==> src/hdl/fetchPkg.sv <==
// ==================================================
// shared sizes, opcodes and stage types for the
// variable-length fetch front end
// every RTL module imports this package by wildcard
// ==================================================
package fetchPkg;

	// ==================================================
	// sizes
	// ==================================================
	localparam int PC_W         = 32;
	localparam int INSN_W       = 48;
	localparam int CODE_PARCELS = 512;
	localparam int XTAB_DEPTH   = 64;
	localparam int QUEUE_DEPTH  = 4;

	// derived index widths
	localparam int PARCEL_AW = $clog2(CODE_PARCELS);
	localparam int XTAB_AW   = $clog2(XTAB_DEPTH);
	localparam int QPTR_W    = $clog2(QUEUE_DEPTH);

	// address map and restart point
	localparam logic [PC_W-1:0] RESET_PC  = 32'h0000_0000;
	localparam logic [31:0]     XTAB_BASE = 32'h0000_1000;

	// AXI response code
	localparam logic [1:0] BRESP_OKAY = 2'b00;

	// ==================================================
	// opcodes
	// ==================================================
	// anything not listed here is plain sequential
	localparam logic [5:0] OP_NOP = 6'h00;
	localparam logic [5:0] OP_BR  = 6'h10;
	localparam logic [5:0] OP_JMP = 6'h11;

	// generic register/immediate form
	typedef struct packed {
		logic [24:0] imm;
		logic [4:0]  rb;
		logic [4:0]  ra;
		logic [4:0]  rt;
		logic [1:0]  lenCode;
		logic [5:0]  opcode;
	} insnGen_t;

	// branch/jump form, disp counted in halfwords
	typedef struct packed {
		logic [15:0] spare;
		logic [23:0] disp;
		logic [1:0]  lenCode;
		logic [5:0]  opcode;
	} insnBr_t;

	// lenCode 0 -> 4 bytes, 1 -> 6 bytes, 2/3 -> compressed
	typedef union packed {
		insnGen_t gen;
		insnBr_t  br;
	} insnWord_t;

	// one fetched instruction as it moves down the pipe
	typedef struct packed {
		logic            valid;
		logic [PC_W-1:0] pc;
		insnWord_t       insn;
		logic [2:0]      len;
	} fetchSlot_t;

	// fetch restart request
	typedef struct packed {
		logic            valid;
		logic [PC_W-1:0] target;
	} redirect_t;

	// loader bus, write channels only
	typedef struct packed {
		logic [31:0] awaddr;
		logic        awvalid;
		logic [31:0] wdata;
		logic [3:0]  wstrb;
		logic        wvalid;
		logic        bready;
	} axiLiteW_t;

	typedef struct packed {
		logic       awready;
		logic       wready;
		logic [1:0] bresp;
		logic       bvalid;
	} axiLiteWRsp_t;

endpackage

==> src/hdl/issueQueue.sv <==
// ==================================================
// issue queue, small circular FIFO of fetched slots
// presented on a valid/ready output, emptied by a miss
// ==================================================
`timescale 1ns/1ps

module issueQueue import fetchPkg::*; (
	input  logic       clk,
	input  logic       rst,
	input  fetchSlot_t in_i,
	output logic       notFull_o,
	input  redirect_t  miss_i,
	output fetchSlot_t out_o,
	input  logic       outReady_i
);

	fetchSlot_t        mem [QUEUE_DEPTH];
	logic [QPTR_W-1:0] wrPtr;
	logic [QPTR_W-1:0] rdPtr;
	logic [QPTR_W:0]   count;
	logic              push;
	logic              pop;

	assign notFull_o = count != (QPTR_W+1)'(QUEUE_DEPTH);
	assign push      = in_i.valid & notFull_o;
	assign pop       = out_o.valid & outReady_i;

	always_comb
	begin
		out_o       = mem[rdPtr];
		out_o.valid = count != '0;
	end

	always_ff @(posedge clk)
	begin
		if (push)
			mem[wrPtr] <= in_i;
	end

	// pointers wrap on their own, depth is a power of two
	always_ff @(posedge clk)
	begin
		if (rst || miss_i.valid)
		begin
			wrPtr <= '0;
			rdPtr <= '0;
			count <= '0;
		end
		else
		begin
			if (push) wrPtr <= wrPtr + 1'b1;
			if (pop)  rdPtr <= rdPtr + 1'b1;
			case ({push, pop})
				2'b10:   count <= count + 1'b1;
				2'b01:   count <= count - 1'b1;
				default: count <= count;
			endcase
		end
	end

	// a refused head stays put in the buffer until pushed
	inHold: assert property (@(posedge clk) disable iff (rst)
		in_i.valid && !notFull_o && !miss_i.valid |=> in_i.valid && $stable(in_i))
		else $error("buffer head changed while the queue was full");

	outHold: assert property (@(posedge clk) disable iff (rst)
		out_o.valid && !outReady_i && !miss_i.valid |=> out_o.valid && $stable(out_o))
		else $error("output changed while stalled");

endmodule

==> config.mk <==
export PLATFORM = sky130hd
export DESIGN_NAME = issueQueue
export DESIGN_NICKNAME = d
export VERILOG_FILES = /design/src/hdl/fetchPkg.sv /design/src/hdl/issueQueue.sv
export SDC_FILE = /design/constraint.sdc
export NUM_CORES = 1
export LEC_CHECK = 0
export BUFFER_PORTS_ARGS = -buffer_cell sky130_fd_sc_hd__buf_2
export CORE_UTILIZATION = 40
export DETAILED_ROUTE_END_ITERATION = 16
export GPL_TIMING_DRIVEN = 0
export PLACE_DENSITY_LB_ADDON = 0.15
export SLEW_MARGIN = 20
export SYNTH_ARGS = -nofsm -noshare
export SYNTH_HDL_FRONTEND = slang
export SYNTH_SLANG_ARGS = --single-unit
==> constraint.sdc <==
create_clock -name clk -period 3.4 [get_ports clk]
set_input_delay 0.34 -clock clk [delete_from_list [all_inputs] [get_ports clk]]
set_output_delay 0.34 -clock clk [all_outputs]
set_load 0.03 [all_outputs]
==> metrics.md <==
| Metric | Value |
|---|---|
| Synth Cell Area | `0.0125 mm^2` |
| Critical-path top delay cell | `mux4_2` |
| Postcts setup bufs | `0` |
| Sw power | `1.89 mW` |
| Initial DRC count | `377` |
| Placed cell area | `0.0140 mm^2` |
| Post-synth cell types | `23` |
| Total CTS buffers | `38` |
| Clock share of power | `42.2%` |
| R2R cell count | `9` |
| Place WS | `1.05 ns` |
| Starting density of the core | `40.7%` |
| Overall power | `9.18 mW` |
| First-pass GRT wire length | `34,900 um` |
| Maxcap violations | `0` |
| Sum Neg Setup Slack | `0 ns` |
| Relative slew slack | `47.7%` |
| Synth Net Count | `612` |
| Simple-Gate Fraction of Synth Area | `0.804%` |
| Final WS setup | `0.976 ns` |
| Number of routed nets with antenna violations | `0` |
| Cells after Synth | `486` |
| Commonest non-fill, non-tap cell in the layout | `edfxtp_1` |
| CTS tree | `done` |
| Type of the worst min-delay path | `input pin to register` |
| Routed vias/inst | `5.08` |
| Fillers | `2,488` |
| Vias in the first global route | `6,144` |
| WL final | `23,400 um` |
| Reg-to-reg startpoint | `count[2]` |
| HPWL after DPL | `14,000 um` |
| Synth Area in XOR/XNOR | `0.281%` |
| Residual DRC | `0` |
| Final #Nets | `829` |
| Share of cells above drive strength 1 | `45.7%` |
| Fmax | `412 MHz` |
| Vias post-DR | `5,730` |
| Critical-path cell list | `buf_2 -> buf_2 -> mux4_2 -> buf_2` |
| Power per cell area | `605 mW/mm^2` |
| Min Tclk post-route | `2.42 ns` |
| Seq/Total Area, Yosys | `81.5%` |
| Most common cell on crit path | `buf_2` |
| Worst Setup Start Kind | `register` |
| Net Sw Frac | `20.6%` |
| RSZ-0062 raised after global routing | `false` |
| Synth top area cells | `edfxtp_1 80%, mux4_2 15%, dfxtp_1 1.4%` |
| Post-synthesis compound-gate area fraction | `0.261%` |
| Crit path to | `out_o[40]` |
| Global Route Usage Sum | `14.8%` |
| Sequential Power Share | `51.8%` |
| Post-synth top area cell | `edfxtp_1` |
| Int Power | `7.29 mW` |
| Reg-to-Reg End | `count[2]` |
| Core ar. | `0.0306 mm^2` |
| Mean post-synth cell area | `25.6 um^2` |
| CTS max path bufs | `3` |
| Post-synthesis register bit count | `341` |
| DR WL/cell | `20.7 um` |
| I/O Buffers | `172` |
| Max FO, Critical Path | `10` |
| Worst path arrival time | `2.08 ns` |
| Clock sink count | `341` |
| Leakage | `5.08 nW` |
| CP required | `3.06 ns` |
| Antenna violations before repair | `2` |
| CP peak stage delay | `0.38 ns` |
| Largest family of logic cells by synthesized area | `multiplexers` |
| Largest net degree at the start of global routing | `45` |
| Die Wd | `178 um` |
| TritonRoute pass-1 iters | `4` |
| Combinational share of power | `6.0%` |
| Yosys warns | `0` |
| Number of hold buffers added after CTS | `0` |
| Clock transition at path regs | `0.06 ns` |
| Hold_ws | `0.0447 ns` |
| Post-synth top area share | `80.0%` |
| Die span in y | `178 um` |
| Root buf cell | `clkbuf_16` |
| Status | `finished clean` |
| Area growth from synthesis to layout | `21.8%` |
| H-tree levels | `2` |
| R2R Setup Slk | `1.00 ns` |
| Clk_lat worst skew | `0.51 ns` |
| Maximum VDD drop | `0.418 mV` |
| Die area | `0.0318 mm^2` |
| Clock skew | `0.00978 ns` |
| Post-Synth Adder-Cell Area | `0.663%` |
| Worst Tran Pin Value | `0.784 ns` |
| Row count | `64` |
| CP Class | `register to output pin` |
| Final Cell Area | `0.0152 mm^2` |
| Final GP Congestion | `0.714` |
| Mux share of post-synthesis cell area | `15.2%` |
| Ratio of final minimum period to clock period | `71.3%` |
| Ports | `205` |
| Final Hold Vio Count | `0` |
| Post_cts resized | `0` |
| Crit end category | `output pin` |
| GR Overflow Total | `0` |
| Final setup vio count | `0` |
| Commonest non-fill, non-tap cells in the layout | `332 x edfxtp_1, 182 x buf_2, 83 x mux4_2` |
| Slew Limit Fails | `0` |
through the flow:
stage          utilization (%)  std cells
5_1_grt                   49.6       1127
2_1_floorplan                -        486
3_3_place_gp              45.2       1054
3_5_place_dp              45.7       1059
6_report                  49.6       1129
4_1_cts                   49.6       1127
sequential cells by signal, summed over array words and instances, names as in the netlist, named ones only:
signal / flops
rdPtr: 2
mem: 332
count: 3
wrPtr: 2
area by class of cell:
cell class / instances / area (um^2) / area share, %
well taps: 396 / 495 / 3.27
diodes: 2 / 5.00 / 0.0330
multi-input cells: 120 / 2160 / 14.2
plain buffers: 20 / 148 / 0.973
inverters: 5 / 18.8 / 0.124
repair buffers: 177 / 998 / 6.58
flip-flops and latches: 341 / 10100 / 66.9
clock inverters: 16 / 123 / 0.808
clock buffers: 52 / 1080 / 7.10
power groups by stage:
stage               clock [mW]  sequential [mW]  combinational, mW
floorplan                    0             4.84              0.335
global placement             0             4.85              0.530
detailed placement           0             4.84              0.562
CTS                       4.00             4.75              0.564
global route              4.16             4.76              0.595
finish                    3.88             4.75              0.554
critical path: cells and delay by family (launching register included):
family   cells  cell delay [ns]
mux          1             0.38
buf+inv      3             0.88
flops        1             0.32
kinds of logic (layout without fill, tap and decap cells):
logic type / after synthesis / count (layout)
compound gates: 5 / 5
xor+xnor: 4 / 4
fa+ha+maj: 6 / 6
buf+inv: 25 / 270
flops: 341 / 341
mux: 85 / 85
other cells: 0 / 2
simple gates: 20 / 20
routing by layer:
metal / GRT usage (%) / up-vias / routed length, um
li1: - / 2526 / -
met1: 18.4 / 2998 / 9620
met2: 25.3 / 167 / 11700
met3: 4.03 / 39 / 1510
met4: 4.63 / 0 / 490
met5: 0 / - / 0
worst min-delay path by stage:
stage	start	cells after the start	slack, ns	to
after floorplan	in_i[0]	0	0.44	mem[0][0]
after global placement	wrPtr[1]	2	0.48	wrPtr[1]
after global routing	in_i[39]	1	0.02	mem[1][39]
final	in_i[48]	1	0.04	mem[2][48]
after CTS	in_i[48]	1	0.01	mem[2][48]
after detailed placement	rdPtr[1]	2	0.53	register
synth_stat cells, drive strengths merged:
cell / n
a21oi: 2
and3: 4
buf: 18
clkbuf: 2
dfxtp: 9
edfxtp: 332
fa: 1
ha: 5
inv: 5
mux2i: 2
mux4: 83
nand2: 5
nor2: 7
o21ai: 1
o311ai: 1
o31a: 1
or2: 1
or3: 2
or3b: 1
xnor2: 1
xor2: 3
Power figures use the tool's default switching activity.
