## src/hdl/fetchPkg.sv

```systemverilog
// ==================================================
// shared sizes, opcodes and stage types for the
// variable-length fetch front end
// every RTL module imports this package by wildcard
// ==================================================
package fetchPkg;

	// ==================================================
	// sizes
	// ==================================================
	localparam int PC_W         = 32;
	localparam int INSN_W       = 48;
	localparam int CODE_PARCELS = 512;
	localparam int XTAB_DEPTH   = 64;
	localparam int QUEUE_DEPTH  = 4;

	// derived index widths
	localparam int PARCEL_AW = $clog2(CODE_PARCELS);
	localparam int XTAB_AW   = $clog2(XTAB_DEPTH);
	localparam int QPTR_W    = $clog2(QUEUE_DEPTH);

	// address map and restart point
	localparam logic [PC_W-1:0] RESET_PC  = 32'h0000_0000;
	localparam logic [31:0]     XTAB_BASE = 32'h0000_1000;

	// AXI response code
	localparam logic [1:0] BRESP_OKAY = 2'b00;

	// ==================================================
	// opcodes
	// ==================================================
	// anything not listed here is plain sequential
	localparam logic [5:0] OP_NOP = 6'h00;
	localparam logic [5:0] OP_BR  = 6'h10;
	localparam logic [5:0] OP_JMP = 6'h11;

	// generic register/immediate form
	typedef struct packed {
		logic [24:0] imm;
		logic [4:0]  rb;
		logic [4:0]  ra;
		logic [4:0]  rt;
		logic [1:0]  lenCode;
		logic [5:0]  opcode;
	} insnGen_t;

	// branch/jump form, disp counted in halfwords
	typedef struct packed {
		logic [15:0] spare;
		logic [23:0] disp;
		logic [1:0]  lenCode;
		logic [5:0]  opcode;
	} insnBr_t;

	// lenCode 0 -> 4 bytes, 1 -> 6 bytes, 2/3 -> compressed
	typedef union packed {
		insnGen_t gen;
		insnBr_t  br;
	} insnWord_t;

	// one fetched instruction as it moves down the pipe
	typedef struct packed {
		logic            valid;
		logic [PC_W-1:0] pc;
		insnWord_t       insn;
		logic [2:0]      len;
	} fetchSlot_t;

	// fetch restart request
	typedef struct packed {
		logic            valid;
		logic [PC_W-1:0] target;
	} redirect_t;

	// loader bus, write channels only
	typedef struct packed {
		logic [31:0] awaddr;
		logic        awvalid;
		logic [31:0] wdata;
		logic [3:0]  wstrb;
		logic        wvalid;
		logic        bready;
	} axiLiteW_t;

	typedef struct packed {
		logic       awready;
		logic       wready;
		logic [1:0] bresp;
		logic       bvalid;
	} axiLiteWRsp_t;

endpackage

```

## src/hdl/fetchBuffer.sv

```systemverilog
// ==================================================
// two-slot ping-pong fetch buffer
// presents the older slot as head, resolves jumps and
// statically predicted branches, redirects the fetcher
// ==================================================
`timescale 1ns/1ps

module fetchBuffer import fetchPkg::*; (
	input  logic       clk,
	input  logic       rst,
	input  fetchSlot_t slot_i,
	input  redirect_t  miss_i,
	output logic       slotFree_o,
	output fetchSlot_t head_o,
	input  logic       headReady_i,
	output redirect_t  redirect_o
);

	fetchSlot_t      slotA;
	fetchSlot_t      slotB;
	// 0 selects A as head, 1 selects B
	logic            steer;
	fetchSlot_t      head;
	logic            headTake;
	logic            isJmp;
	logic            isTakenBr;
	logic [PC_W-1:0] dispOff;
	logic [PC_W-1:0] jmpTarget;

	// ==================================================
	// head select and static prediction
	// ==================================================
	assign head       = steer ? slotB : slotA;
	assign head_o     = head;
	assign headTake   = head.valid & headReady_i;
	assign slotFree_o = ~slotA.valid | ~slotB.valid;

	// backward displacement predicts taken
	assign isJmp     = head.insn.br.opcode == OP_JMP;
	assign isTakenBr = (head.insn.br.opcode == OP_BR) & head.insn.br.disp[23];

	// halfword displacement to bytes, signed for branches
	assign dispOff   = {{(PC_W-25){head.insn.br.disp[23]}}, head.insn.br.disp, 1'b0};
	// jump target is absolute
	assign jmpTarget = {{(PC_W-25){1'b0}}, head.insn.br.disp, 1'b0};

	always_comb
	begin
		redirect_o.valid  = headTake & (isJmp | isTakenBr);
		redirect_o.target = isJmp ? jmpTarget : head.pc + dispOff;
	end

	// ==================================================
	// slot state
	// ==================================================
	always_ff @(posedge clk)
	begin
		if (rst || miss_i.valid)
		begin
			slotA.valid <= 1'b0;
			slotB.valid <= 1'b0;
			steer       <= 1'b0;
		end
		else if (redirect_o.valid)
		begin
			// head goes to the queue, the wrong-path slot is dropped
			slotA.valid <= 1'b0;
			slotB.valid <= 1'b0;
			steer       <= 1'b0;
		end
		else
		begin
			if (headTake)
			begin
				if (steer)
					slotB.valid <= 1'b0;
				else
					slotA.valid <= 1'b0;
				steer <= ~steer;
			end
			// both empty, next fill goes to A which becomes head
			if (!slotA.valid && !slotB.valid)
				steer <= 1'b0;
			// fill whichever slot is free, A first
			if (slot_i.valid)
			begin
				if (!slotA.valid)
					slotA <= slot_i;
				else
					slotB <= slot_i;
			end
		end
	end

	// head must point at the older valid slot
	steerOk: assert property (@(posedge clk) disable iff (rst)
		!(!head.valid && (steer ? slotA.valid : slotB.valid)))
		else $error("steering selects an empty slot while the other is full");

	// the fetcher only writes into a free slot and never during a redirect
	fillOk: assert property (@(posedge clk) disable iff (rst)
		slot_i.valid |-> slotFree_o && !redirect_o.valid)
		else $error("fetcher wrote with no free slot or during redirect");

endmodule

```

## config.mk

```make
export PLATFORM = sky130hd
export DESIGN_NAME = fetchBuffer
export DESIGN_NICKNAME = d
export VERILOG_FILES = /design/src/hdl/fetchPkg.sv /design/src/hdl/fetchBuffer.sv
export SDC_FILE = /design/constraint.sdc
export NUM_CORES = 1
export LEC_CHECK = 0
export BUFFER_PORTS_ARGS = -buffer_cell sky130_fd_sc_hd__buf_2
export CORE_ASPECT_RATIO = 0.6
export CORE_MARGIN = 2
export CORE_UTILIZATION = 44
export CTS_BUF_LIST = sky130_fd_sc_hd__clkbuf_2 sky130_fd_sc_hd__clkbuf_4 sky130_fd_sc_hd__clkbuf_8
export DETAILED_ROUTE_END_ITERATION = 10
export GPL_TIMING_DRIVEN = 0
export PLACE_DENSITY_LB_ADDON = 0.25
export SYNTH_ARGS = -nofsm -noshare
export SYNTH_HDL_FRONTEND = slang
export SYNTH_SLANG_ARGS = --single-unit
```

## constraint.sdc

```tcl
create_clock -name clk -period 9.29 [get_ports clk]
set_input_delay 1.3935 -clock clk [delete_from_list [all_inputs] [get_ports clk]]
set_output_delay 1.3935 -clock clk [all_outputs]
set_load 0.02 [all_outputs]
```

==> metrics.csv <==
metric,value,unit
min-delay-path-class,reg2reg,
crit_family,buffers and inverters,
synthArstFlopShare,0,
ant_nets,0,
cts.clk_slew.worst_paths,100,ps
crit_buf_inv,6,
r2r_start,steer,
critPathMaxFanout,10,
worstSetupEndpointType,output port,
fin_ws,2390,ps
htree_levels,4,
synthFlopType,edfxtp_1,
netlist_area,8285,um2
vdd_ir_drop_max,0.07696,mV
cts_post_setup_buffers_inserted,0,
dpl_cell_area,9789,um2
synth.area.top_cells,"edfxtp_1 60%, mux2_2 11%, ha_1 4.5%",
setup_viol,0,
drc,0,
boundaryPins,238,
cts_buffers,17,
crit_path_start,steer,
nNetsFinal,992,
grt_pass1_wl,32640,um
portBuffers,205,
hold_violations,0,
drt_iter0_drc,473,
viasPerCell,5.499,
place_congestion,0.8868,
synth_fa_ha_area_frac,0.04772,
final_area,10200,um2
synth_top_cell_by_area,edfxtp_1,
period_minus_slack,6900,ps
wirelength,21590,um
critPathLaunchType,register,
synth_top_family_by_area,multiplexers,
place_ws,2967,ps
cts-root-buf,clkbuf_8,
grt_use_total,0.2193,
outcome,completed,
ys_top_cells_by_count,"166 x edfxtp_1, 83 x mux2_2, 49 x nand2_1",
worst-slew-pin-transition,883.7,ps
die_area,19980,um2
crit_slowest_cell,clkbuf_1,
synth-seq-area-share,0.6089,
yosys_warnings,0,
grt_max_degree,33,
min_period_over_period,0.7427,
cts_tree,done,
grt_pass1_vias,5941,
avgSynthCellArea,13.67,um2
synth_cell_types,59,
whs,538.1,ps
path_common_cell,buf_2,
fin_skew,13.35,ps
row_count,38,
wl_per_cell,19.72,um
fmax,144.9,MHz
synth_compound_area_frac,0.1006,
ctsResizeCount,0,
synth_edf_count,166,
worstSkewPairLatency,470,ps
max_slew_margin,0.4109,
die_x,181.2,um
synth_simple_gate_area_frac,0.07702,
vias,6021,
drive_gt1_frac,0.4180,
synth_mux_area_frac,0.1225,
leakage,3.866,nW
drv_slew,0,
drtPass1Iterations,5,
synth.most_common_cell,edfxtp_1,
ctsHoldBuffers,0,
synth_top_area_frac,0.6016,
slowest_delay,480,ps
die_h,110.3,um
hold_start,slotB[83],
maxCapViolCount,0,
grt_overflow,0,
clock_tree.buffer_depth,2,
p_per_area,156.2,nW/um2
dp_hpwl,16610,um
cp.arrival,5510,ps
crit_chain,buf_2 > clkbuf_1 > buf_2 > buf_2 > mux2_2 > ha_1 > inv_1 > fa_1 > and2b_1 > o211ai_1 > a31oi_2 > o211ai_1 > a311oi_1 > o31a_1 > nor3_1 > buf_2,
syn_inst,606,
synth_xor_area_frac,0.02326,
crit_type,reg2out,
cts.sinks,169,
core_area,18260,um2
rsz0062_at_grt,false,
critPathRequiredTime,7900,ps
fin_setup_tns,0,ps
syn_to_final_growth,23.12,%
synth.net_count,757,
initial_utilization,0.4538,
ys_seq_elements,169,
antenna_found_initial,0,
-- metrics by stage --
stage | utilization | instances | total power (W)
3_5_place_dp | 0.5362 | 1062 | 0.001088
4_1_cts | 0.5586 | 1094 | 0.001609
3_3_place_gp | 0.5265 | 1051 | 0.001082
6_report | 0.5587 | 1095 | 0.001593
5_1_grt | 0.5586 | 1094 | 0.001654
2_1_floorplan | - | 606 | 0.001006
-- layout make-up --
type / count / area (um2)
flip-flops and latches: 169 / 5045
plain buffers: 27 / 117.6
fillers: 1567 / 8056
repair buffers: 216 / 1191
well taps: 240 / 300.3
clock inverters: 15 / 175.2
inverters: 13 / 48.80
clock buffers: 17 / 234.0
multi-input cells: 397 / 3087
diodes: 1 / 2.502
-- registers in the layout, indices dropped and copies added (netlist names) --
| signal | count |
|---|---|
| slotA | 84 |
| slotB | 84 |
| steer | 1 |
-- path summary, 6_finish.rpt --
kind	depth (start not counted)	to	slack (ps)
setup / recovery	16	redirect_o[27]	2390
hold / removal	2	slotB[83]	540
hold reg to reg	2	slotB[83]	540
setup reg to reg	9	slotA[68]	6080
-- per-layer routing --
metal | track usage | routed length, um
met5 | 0 | 0
met2 | 0.3259 | 9128
met1 | 0.3242 | 10550
met4 | 0.05807 | 221
met3 | 0.05059 | 1692
-- kinds of logic (layout without fill, tap and decap cells) --
logic type / after synthesis / in the layout
other cells: 0 / 1
fa+ha+maj: 31 / 31
simple gates: 126 / 126
buf+inv: 40 / 288
flops: 169 / 169
mux: 91 / 91
xor+xnor: 22 / 22
compound gates: 127 / 127
-- cell usage in the layout, fill, tap and decap left out, types with 5 or more instances in the layout --
cell,instances
clkbuf_8,17
nand3_1,11
nor3_1,8
edfxtp_1,166
clkbuf_1,14
o21a_1,6
nand2_1,49
o211ai_1,9
a21oi_1,31
clkinv_8,5
a31oi_1,5
nand4_1,8
inv_1,13
xor2_1,8
nor2_1,15
mux2_2,83
buf_6,8
a21o_1,12
inv_8,5
xnor2_1,14
ha_1,30
mux2i_1,8
o21ai_0,33
buf_2,218
-- worst reg2reg max path, delay by kind of cell (launching register included) --
kind | cells | cell delay [ps]
AOI/OAI and AO/OA | 2 | 530
buffers and inverters | 4 | 820
DFF | 1 | 310
and+or+nand+nor | 3 | 1260
-- power breakdown --
group	internal (W)	switching, W	total [W]
combinational	0.0000819	0.000135	0.000217
sequential	0.000852	0.00000352	0.000855
clock	0.000205	0.000316	0.000521
total	0.00114	0.000455	0.00159
(Power assumes the default switching activity.)
