**config.mk**
```make
export PLATFORM = sky130hd
export DESIGN_NAME = pcFetcher
export DESIGN_NICKNAME = d
export VERILOG_FILES = /design/src/hdl/fetchPkg.sv /design/src/hdl/pcFetcher.sv
export SDC_FILE = /design/constraint.sdc
export NUM_CORES = 1
export LEC_CHECK = 0
export BUFFER_PORTS_ARGS = -buffer_cell sky130_fd_sc_hd__buf_2
export CAP_MARGIN = 20
export CORE_AREA = 2 2 113 115
export DETAILED_ROUTE_END_ITERATION = 6
export DIE_AREA = 0 0 115 117
export PLACE_DENSITY_LB_ADDON = 0.15
export REMOVE_ABC_BUFFERS = 1
export SLEW_MARGIN = 20
export SYNTH_ARGS = -nofsm -noshare
export SYNTH_HDL_FRONTEND = slang
export SYNTH_SLANG_ARGS = --single-unit
```
**constraint.sdc**
```tcl
create_clock -name clk -period 3.35 [get_ports clk]
set_input_delay 0 -clock clk [delete_from_list [all_inputs] [get_ports clk]]
set_output_delay 0 -clock clk [all_outputs]
set_load 0.01 [all_outputs]
```
**src/hdl/fetchPkg.sv**
```systemverilog
// ==================================================
// shared sizes, opcodes and stage types for the
// variable-length fetch front end
// every RTL module imports this package by wildcard
// ==================================================
package fetchPkg;

	// ==================================================
	// sizes
	// ==================================================
	localparam int PC_W         = 32;
	localparam int INSN_W       = 48;
	localparam int CODE_PARCELS = 512;
	localparam int XTAB_DEPTH   = 64;
	localparam int QUEUE_DEPTH  = 4;

	// derived index widths
	localparam int PARCEL_AW = $clog2(CODE_PARCELS);
	localparam int XTAB_AW   = $clog2(XTAB_DEPTH);
	localparam int QPTR_W    = $clog2(QUEUE_DEPTH);

	// address map and restart point
	localparam logic [PC_W-1:0] RESET_PC  = 32'h0000_0000;
	localparam logic [31:0]     XTAB_BASE = 32'h0000_1000;

	// AXI response code
	localparam logic [1:0] BRESP_OKAY = 2'b00;

	// ==================================================
	// opcodes
	// ==================================================
	// anything not listed here is plain sequential
	localparam logic [5:0] OP_NOP = 6'h00;
	localparam logic [5:0] OP_BR  = 6'h10;
	localparam logic [5:0] OP_JMP = 6'h11;

	// generic register/immediate form
	typedef struct packed {
		logic [24:0] imm;
		logic [4:0]  rb;
		logic [4:0]  ra;
		logic [4:0]  rt;
		logic [1:0]  lenCode;
		logic [5:0]  opcode;
	} insnGen_t;

	// branch/jump form, disp counted in halfwords
	typedef struct packed {
		logic [15:0] spare;
		logic [23:0] disp;
		logic [1:0]  lenCode;
		logic [5:0]  opcode;
	} insnBr_t;

	// lenCode 0 -> 4 bytes, 1 -> 6 bytes, 2/3 -> compressed
	typedef union packed {
		insnGen_t gen;
		insnBr_t  br;
	} insnWord_t;

	// one fetched instruction as it moves down the pipe
	typedef struct packed {
		logic            valid;
		logic [PC_W-1:0] pc;
		insnWord_t       insn;
		logic [2:0]      len;
	} fetchSlot_t;

	// fetch restart request
	typedef struct packed {
		logic            valid;
		logic [PC_W-1:0] target;
	} redirect_t;

	// loader bus, write channels only
	typedef struct packed {
		logic [31:0] awaddr;
		logic        awvalid;
		logic [31:0] wdata;
		logic [3:0]  wstrb;
		logic        wvalid;
		logic        bready;
	} axiLiteW_t;

	typedef struct packed {
		logic       awready;
		logic       wready;
		logic [1:0] bresp;
		logic       bvalid;
	} axiLiteWRsp_t;

endpackage

```
**src/hdl/pcFetcher.sv**
```systemverilog
// ==================================================
// fetch producer, owns the program counter
// decodes length, expands compressed parcels and
// hands one instruction per cycle to the buffer
// ==================================================
`timescale 1ns/1ps

module pcFetcher import fetchPkg::*; (
	input  logic                clk,
	input  logic                rst,
	input  logic                fetchEn_i,
	input  logic                slotFree_i,
	input  redirect_t           redirect_i,
	input  redirect_t           miss_i,
	input  logic [INSN_W-1:0]   rdWord_i,
	input  logic [INSN_W-1:0]   xWord_i,
	output logic [PC_W-1:0]     rdAddr_o,
	output logic [XTAB_AW-1:0]  xIdx_o,
	output fetchSlot_t          slot_o
);

	logic [PC_W-1:0] pc;
	insnWord_t       raw;
	logic            compressed;
	logic            fetchOk;
	logic [2:0]      len;

	// ==================================================
	// decode of the word at the pc
	// ==================================================
	assign rdAddr_o = pc;
	assign raw      = rdWord_i;

	// table index sits right above the first parcel's lenCode
	assign xIdx_o     = rdWord_i[13:8];
	assign compressed = raw.gen.lenCode[1];

	// a slot is only written into a free buffer slot
	// and never on a cycle that restarts fetch
	assign fetchOk = fetchEn_i & slotFree_i & ~redirect_i.valid & ~miss_i.valid;

	always_comb
	begin
		case (raw.gen.lenCode)
			2'd0:    len = 3'd4;
			2'd1:    len = 3'd6;
			default: len = 3'd2;
		endcase
	end

	always_comb
	begin
		slot_o.valid = fetchOk;
		slot_o.pc    = pc;
		slot_o.len   = len;
		// compressed parcel is replaced by its table entry
		if (compressed)
			slot_o.insn = xWord_i;
		else
			slot_o.insn = raw;
	end

	// ==================================================
	// pc update
	// ==================================================
	// miss over redirect over sequential advance
	always_ff @(posedge clk)
	begin
		if (rst)
			pc <= RESET_PC;
		else if (miss_i.valid)
			pc <= miss_i.target;
		else if (redirect_i.valid)
			pc <= redirect_i.target;
		else if (fetchOk)
			pc <= pc + PC_W'(len);
	end

endmodule

```
==> results.cfg, run 1 <==
[outcome]
status = completed

[synth]
synth_seq_cells = 32
synth-edff-count = 0
syn_avg_cell_area_um2 = 8.11
yosysWarnings = 0
yosys.cell_types.count = 61
synth-async-reset-ratio_pct = 0
yosys_most_used_dff = dfxtp_1
seq_area_frac_synth_pct = 19.2
syn_area_um2 = 3340
synthCells = 412

[clocking]
cts_tree = done
post_cts_buffers = 0
cts.sink_count = 32
hold_buffers = 5
cts.path.max_buffers = 2
htreeDepth = 2
clkTransAtPathRegs_ps = 60
clock_latency_ps = 280
cts-resized-gates = 0
cts_buffers = 5
root_buffer = clkbuf_16

[grt]
track_usage_pct = 22.4
antenna_found_initial = 3
grt_pass1_vias = 3699
grt_start_max_net_pins = 49
grt-ovfl-total = 0
grt_pass1_wl_um = 22300

[timing]
final_max_slew_viol_count = 0
max_slew_margin_pct = 43.8
layout_min_cycle_time_ps = 2550
fin_crit_sh_pct = 76.1
rsz0062_at_grt = false
timing.final.hold_violations = 0
worstMarginPinSlew_ps = 839
finalSetupTns_ps = 0
finalSetupViolations = 0
fmax_mhz = 392
whs_ps = 7.94
fin_worst_skew_ps = 5.01

[worst_setup_path]
critical_path_class = flop to flop
crit_path_start_kind = flop
timing.rr.start = rdAddr_o[2]
endpoint_kind = flop
worst_ep_arrival_time_ps = 2700
required_ps = 3500
critPathLaunch = rdAddr_o[2]
cp_max_fo = 5

[cells_and_area]
final_area_um2 = 4740
register_area_um2 = 641
largest_register_ffs = 32
drive_above_1_share_pct = 55.5
area_growth_pct = 41.8
multi_input_area_um2 = 2170
n_fill_cell = 1286
finalNetCount = 817

[route]
vias = 4089
drt-vias-per-instance = 5.11
route.detailed.drc = 0
wl_um = 16200
wl_per_cell_um = 20.2
ant_nets = 0
drt_iter0_drc = 234
firstDrtPassIters = 5

[floorplanning]
fp-row-count = 41
pin_count = 288
die_area_um2 = 13500
core_um2 = 12300
die_w_um = 115
start_util_pct = 27.2
die_h_um = 117

[hold_path]
min_from = miss_i[21]
hold_path.class = input pin to flop

[placed_design]
hpwl_um = 13200
port_buffers = 286
gp_congestion = 0.833
placed_area_um2 = 4510

[job]
maxCapViolCount = 0

[power_and_ir_drop]
power.total_mw = 1.54
vdd_drop_max_v = 0.000169
power_leakage_nw = 2.32
p_per_area_nw_per_um2 = 326
## stage by stage
step	worst slack, ps	utilization [%]	instances
floorplan	1200	-	345
global placement	1150	36.6	786
detailed placement	1090	36.6	786
CTS	815	38.5	799
global route	646	38.5	799
finish	802	38.5	800
## worst paths after layout
kind / end / slack (ps) / cells after the start
setup / recovery: rdAddr_o[8] / 800 / 7
hold / removal: rdAddr_o[21] / 8 / 3
setup reg to reg: rdAddr_o[8] / 800 / 7
hold reg to reg: rdAddr_o[1] / 500 / 2
## cell usage in the layout (no fill, tap or decap), drive strengths merged, types with 3 or more instances in the layout
cell type,instances
nand4,9
a222oi,6
a21oi,26
nor4,6
mux2i,8
a221o,3
a22oi,7
buf,291
o21ai,16
a31oi,4
and4,5
nand3,21
nand2,32
o22ai,8
and2,5
inv,8
mux2,47
o211ai,7
dfxtp,32
nand2b,5
xnor2,6
xor2,7
a211oi,12
dlygate4sd3,5
nor2,24
clkbuf,7
nor3,12
## power breakdown
group | leakage [nW] | total [mW] | switching [mW] | internal (mW)
logic | 1.96 | 0.511 | 0.261 | 0.250
clock network | 0.0901 | 0.574 | 0.182 | 0.392
registers | 0.265 | 0.460 | 0.0512 | 0.409
## synthesized netlist by cell type (2+ instances only)
library cell	number	area [um2]
a22oi_1	7	52.6
a221o_1	2	20.0
o22ai_1	8	50.1
o211ai_1	7	52.6
buf_6	3	33.8
nand3_1	21	105
nor2b_1	2	12.5
nor3_1	12	60.1
clkbuf_1	13	48.8
xor2_1	7	61.3
clkbuf_8	7	96.3
nand2b_1	5	31.3
a31oi_1	4	25.0
buf_4	40	300
a21oi_1	26	130
dfxtp_1	32	641
nor2_1	24	90.1
xnor2_1	6	52.6
nor4_4	2	42.5
mux2i_1	8	80.1
o21ai_0	16	80.1
and4_1	4	35.0
a21boi_0	2	15.0
nand4_1	7	43.8
ha_1	2	25.0
a21o_1	2	15.0
a222oi_1	6	60.1
buf_2	3	15.0
a211oi_1	11	82.6
inv_1	8	30.0
and2_1	3	18.8
mux2_2	47	529
clkinv_1	2	7.51
nand2_1	32	120
and2_2	2	15.0
nor4_1	4	25.0
## area by class of cell
class                           instances  area share, %
Multi-Input combinational cell        303           45.8
Timing Repair Buffer                  296           32.0
Sequential cell                        32           13.5
Tap cell                              150           3.96
Clock buffer                            7           3.22
Inverter                               10          0.792
Clock inverter                          1          0.633
Antenna cell                            1         0.0528
## routing by layer
metal  track usage [%]  share of wire [%]  vias to the layer above
met5                 0              0.080                        -
met3              4.94                6.4                       12
met2              35.4                 47                      184
met4              3.61               0.81                        2
met1              32.0                 45                     1926
li1                  -                  -                     1965
## worst max-delay path, cell delays in order (launching register included)
cell,delay (ps)
dfxtp_1,420
ha_1,260
a21oi_1,460
nor4_1,160
xor2_1,170
a222oi_1,320
dlygate4sd3_1,600
nor2_1,40
## kinds of logic (layout without fill, tap and decap cells)
kind of cell | count (synthesis) | in the layout | share of synthesized area [%]
and+or+nand+nor | 128 | 128 | 20.8
muxes | 55 | 55 | 18.2
xor gates and xnor gates | 13 | 13 | 3.41
buffers and inverters | 77 | 314 | 16.1
AOI/OAI and AO/OA | 103 | 103 | 20.8
adders and majority gates | 3 | 3 | 1.35
other | 1 | 2 | 0.112
DFF | 32 | 32 | 19.2
No activity file was read; power rests on OpenSTA's default activity.
==> run 2, diff against run 1 <==
Settings changed: CORE_AREA 2 2 113 115 to 2 2 111 113, DIE_AREA 0 0 115 117 to 0 0 113 115.
Clock period 3.35 ns to 2.6 ns, I/O delays scaled along.
==> results.cfg, run 2 (synthesis results as in run 1) <==
[cells_and_area]
final_area_um2 = 4770
area_growth_pct = 42.6
drive_above_1_share_pct = 55.9
largest_register_ffs = 32
diodes = 0
final_common_cell = buf_2
finalNetCount = 825
n_fill_cell = 1265
final_cell_mix = 286 x buf_2, 47 x mux2_2, 32 x nand2_1, 32 x dfxtp_1, 25 x a21oi_1

[route]
wl_um = 15400
drt-vias-per-instance = 5.14
drt_iter0_drc = 251
firstDrtPassIters = 7
vias = 4131
ant_nets = 0
route.detailed.drc = 6
wl_per_cell_um = 19.1

[grt]
grt_start_max_net_pins = 44
grt_pass1_wl_um = 21400
antenna_found_initial = 2
grt-ovfl-total = 0
track_usage_pct = 21.8
grt_pass1_vias = 3751

[hold_path]
hold_end = rdAddr_o[19]
hold_path.class = input pin to flop
min_from = redirect_i[19]
min_path_cells = 3

[floorplanning]
pin_count = 288
die_w_um = 113
fp-row-count = 40
die_area_um2 = 13000
die_h_um = 115
core_um2 = 11800
start_util_pct = 28.3

[placed_design]
port_buffers = 286
gp_congestion = 0.835
placed_area_um2 = 4550
hpwl_um = 12500

[worst_setup_path]
worst_ep_arrival_time_ps = 2530
required_ps = 2770
endpoint_kind = flop
timing.rr.start = rdAddr_o[2]
r2r_slack_ps = 230
r2r_end = rdAddr_o[8]
crit_path_start_kind = flop
critical_path_class = flop to flop
r2r.worst_path.cells = 7
cp_max_fo = 5

[timing]
timing.final.hold_violations = 0
max_slew_margin_pct = 55.6
finalSetupViolations = 0
fin_crit_sh_pct = 91.0
whs_ps = 4.45
fin_worst_skew_ps = 9.24
layout_min_cycle_time_ps = 2370
fmax_mhz = 423
final_max_slew_viol_count = 0
rsz0062_at_grt = false
worstMarginPinSlew_ps = 662
finalSetupTns_ps = 0

[clocking]
clkTransAtPathRegs_ps = 60
cts_buffers = 5
root_buffer = clkbuf_16
clock_latency_ps = 290
post_cts_buffers = 0
cts.sink_count = 32
htreeDepth = 2
cts_tree = done
cts.path.max_buffers = 2

[power_and_ir_drop]
vdd_drop_max_v = 0.000226
power_leakage_nw = 2.34
p_per_area_nw_per_um2 = 396
power.total_mw = 1.89

[outcome]
status = finished, violations left
violations = design-rule violations

[job]
maxCapViolCount = 0
run 2: area by class of cell:
class	instances	area (um2)	share of cell area, %
clock buffer	7	143	2.99
clock inverter	1	7.51	0.157
inverter	10	37.5	0.787
multi-input combinational	303	2170	45.6
sequential	32	641	13.4
tap	147	184	3.86
timing repair buffer	304	1580	33.2
run 2: worst max-delay path, cell delays in order, from the launching register on:
cell	delay, ps
dfxtp_1	420
ha_1	280
a21oi_2	300
nor4_1	110
xor2_1	160
a222oi_1	320
dlygate4sd3_1	610
nor2_1	40
run 2: per-layer routing:
layer  track usage (%)  wire length (um)
met1              29.9              6750
met2              35.4              7270
met3              4.27              1070
met4              5.20               265
met5                 0                11
run 2: through the flow:
step / setup slack [ps] / util [%] / instances
after CTS: 115 / 40.3 / 804
after detailed placement: 322 / 38.6 / 790
after global routing: 79.0 / 40.4 / 804
final: 234 / 40.4 / 804
after global placement: 425 / 38.6 / 790
after floorplan: 447 / - / 345
run 2: how the worst max path moves through the flow:
stage	from	depth (start not counted)	slack (ps)	endpoint
after detailed placement	rdAddr_o[1]	7	320	rdAddr_o[27]
after global placement	rdAddr_o[1]	7	430	rdAddr_o[27]
after global routing	rdAddr_o[2]	7	80	rdAddr_o[8]
after floorplan	rdAddr_o[1]	7	450	rdAddr_o[27]
after CTS	rdAddr_o[2]	7	110	rdAddr_o[8]
final	rdAddr_o[2]	7	230	rdAddr_o[8]
run 2: repair_timing:
| item | 4_1_cts | 5_1_grt |
|---|---|---|
| hold endpoints to repair | 5 | 0 |
| setup endpoints to repair | 0 | 1 |
| gates resized for setup | 0 | 1 |
| hold buffers | 6 | 0 |
run 2: where the power goes:
part,switching (mW),internal [mW]
clock network,0.239,0.382
logic,0.343,0.331
registers,0.0649,0.527
total,0.647,1.24
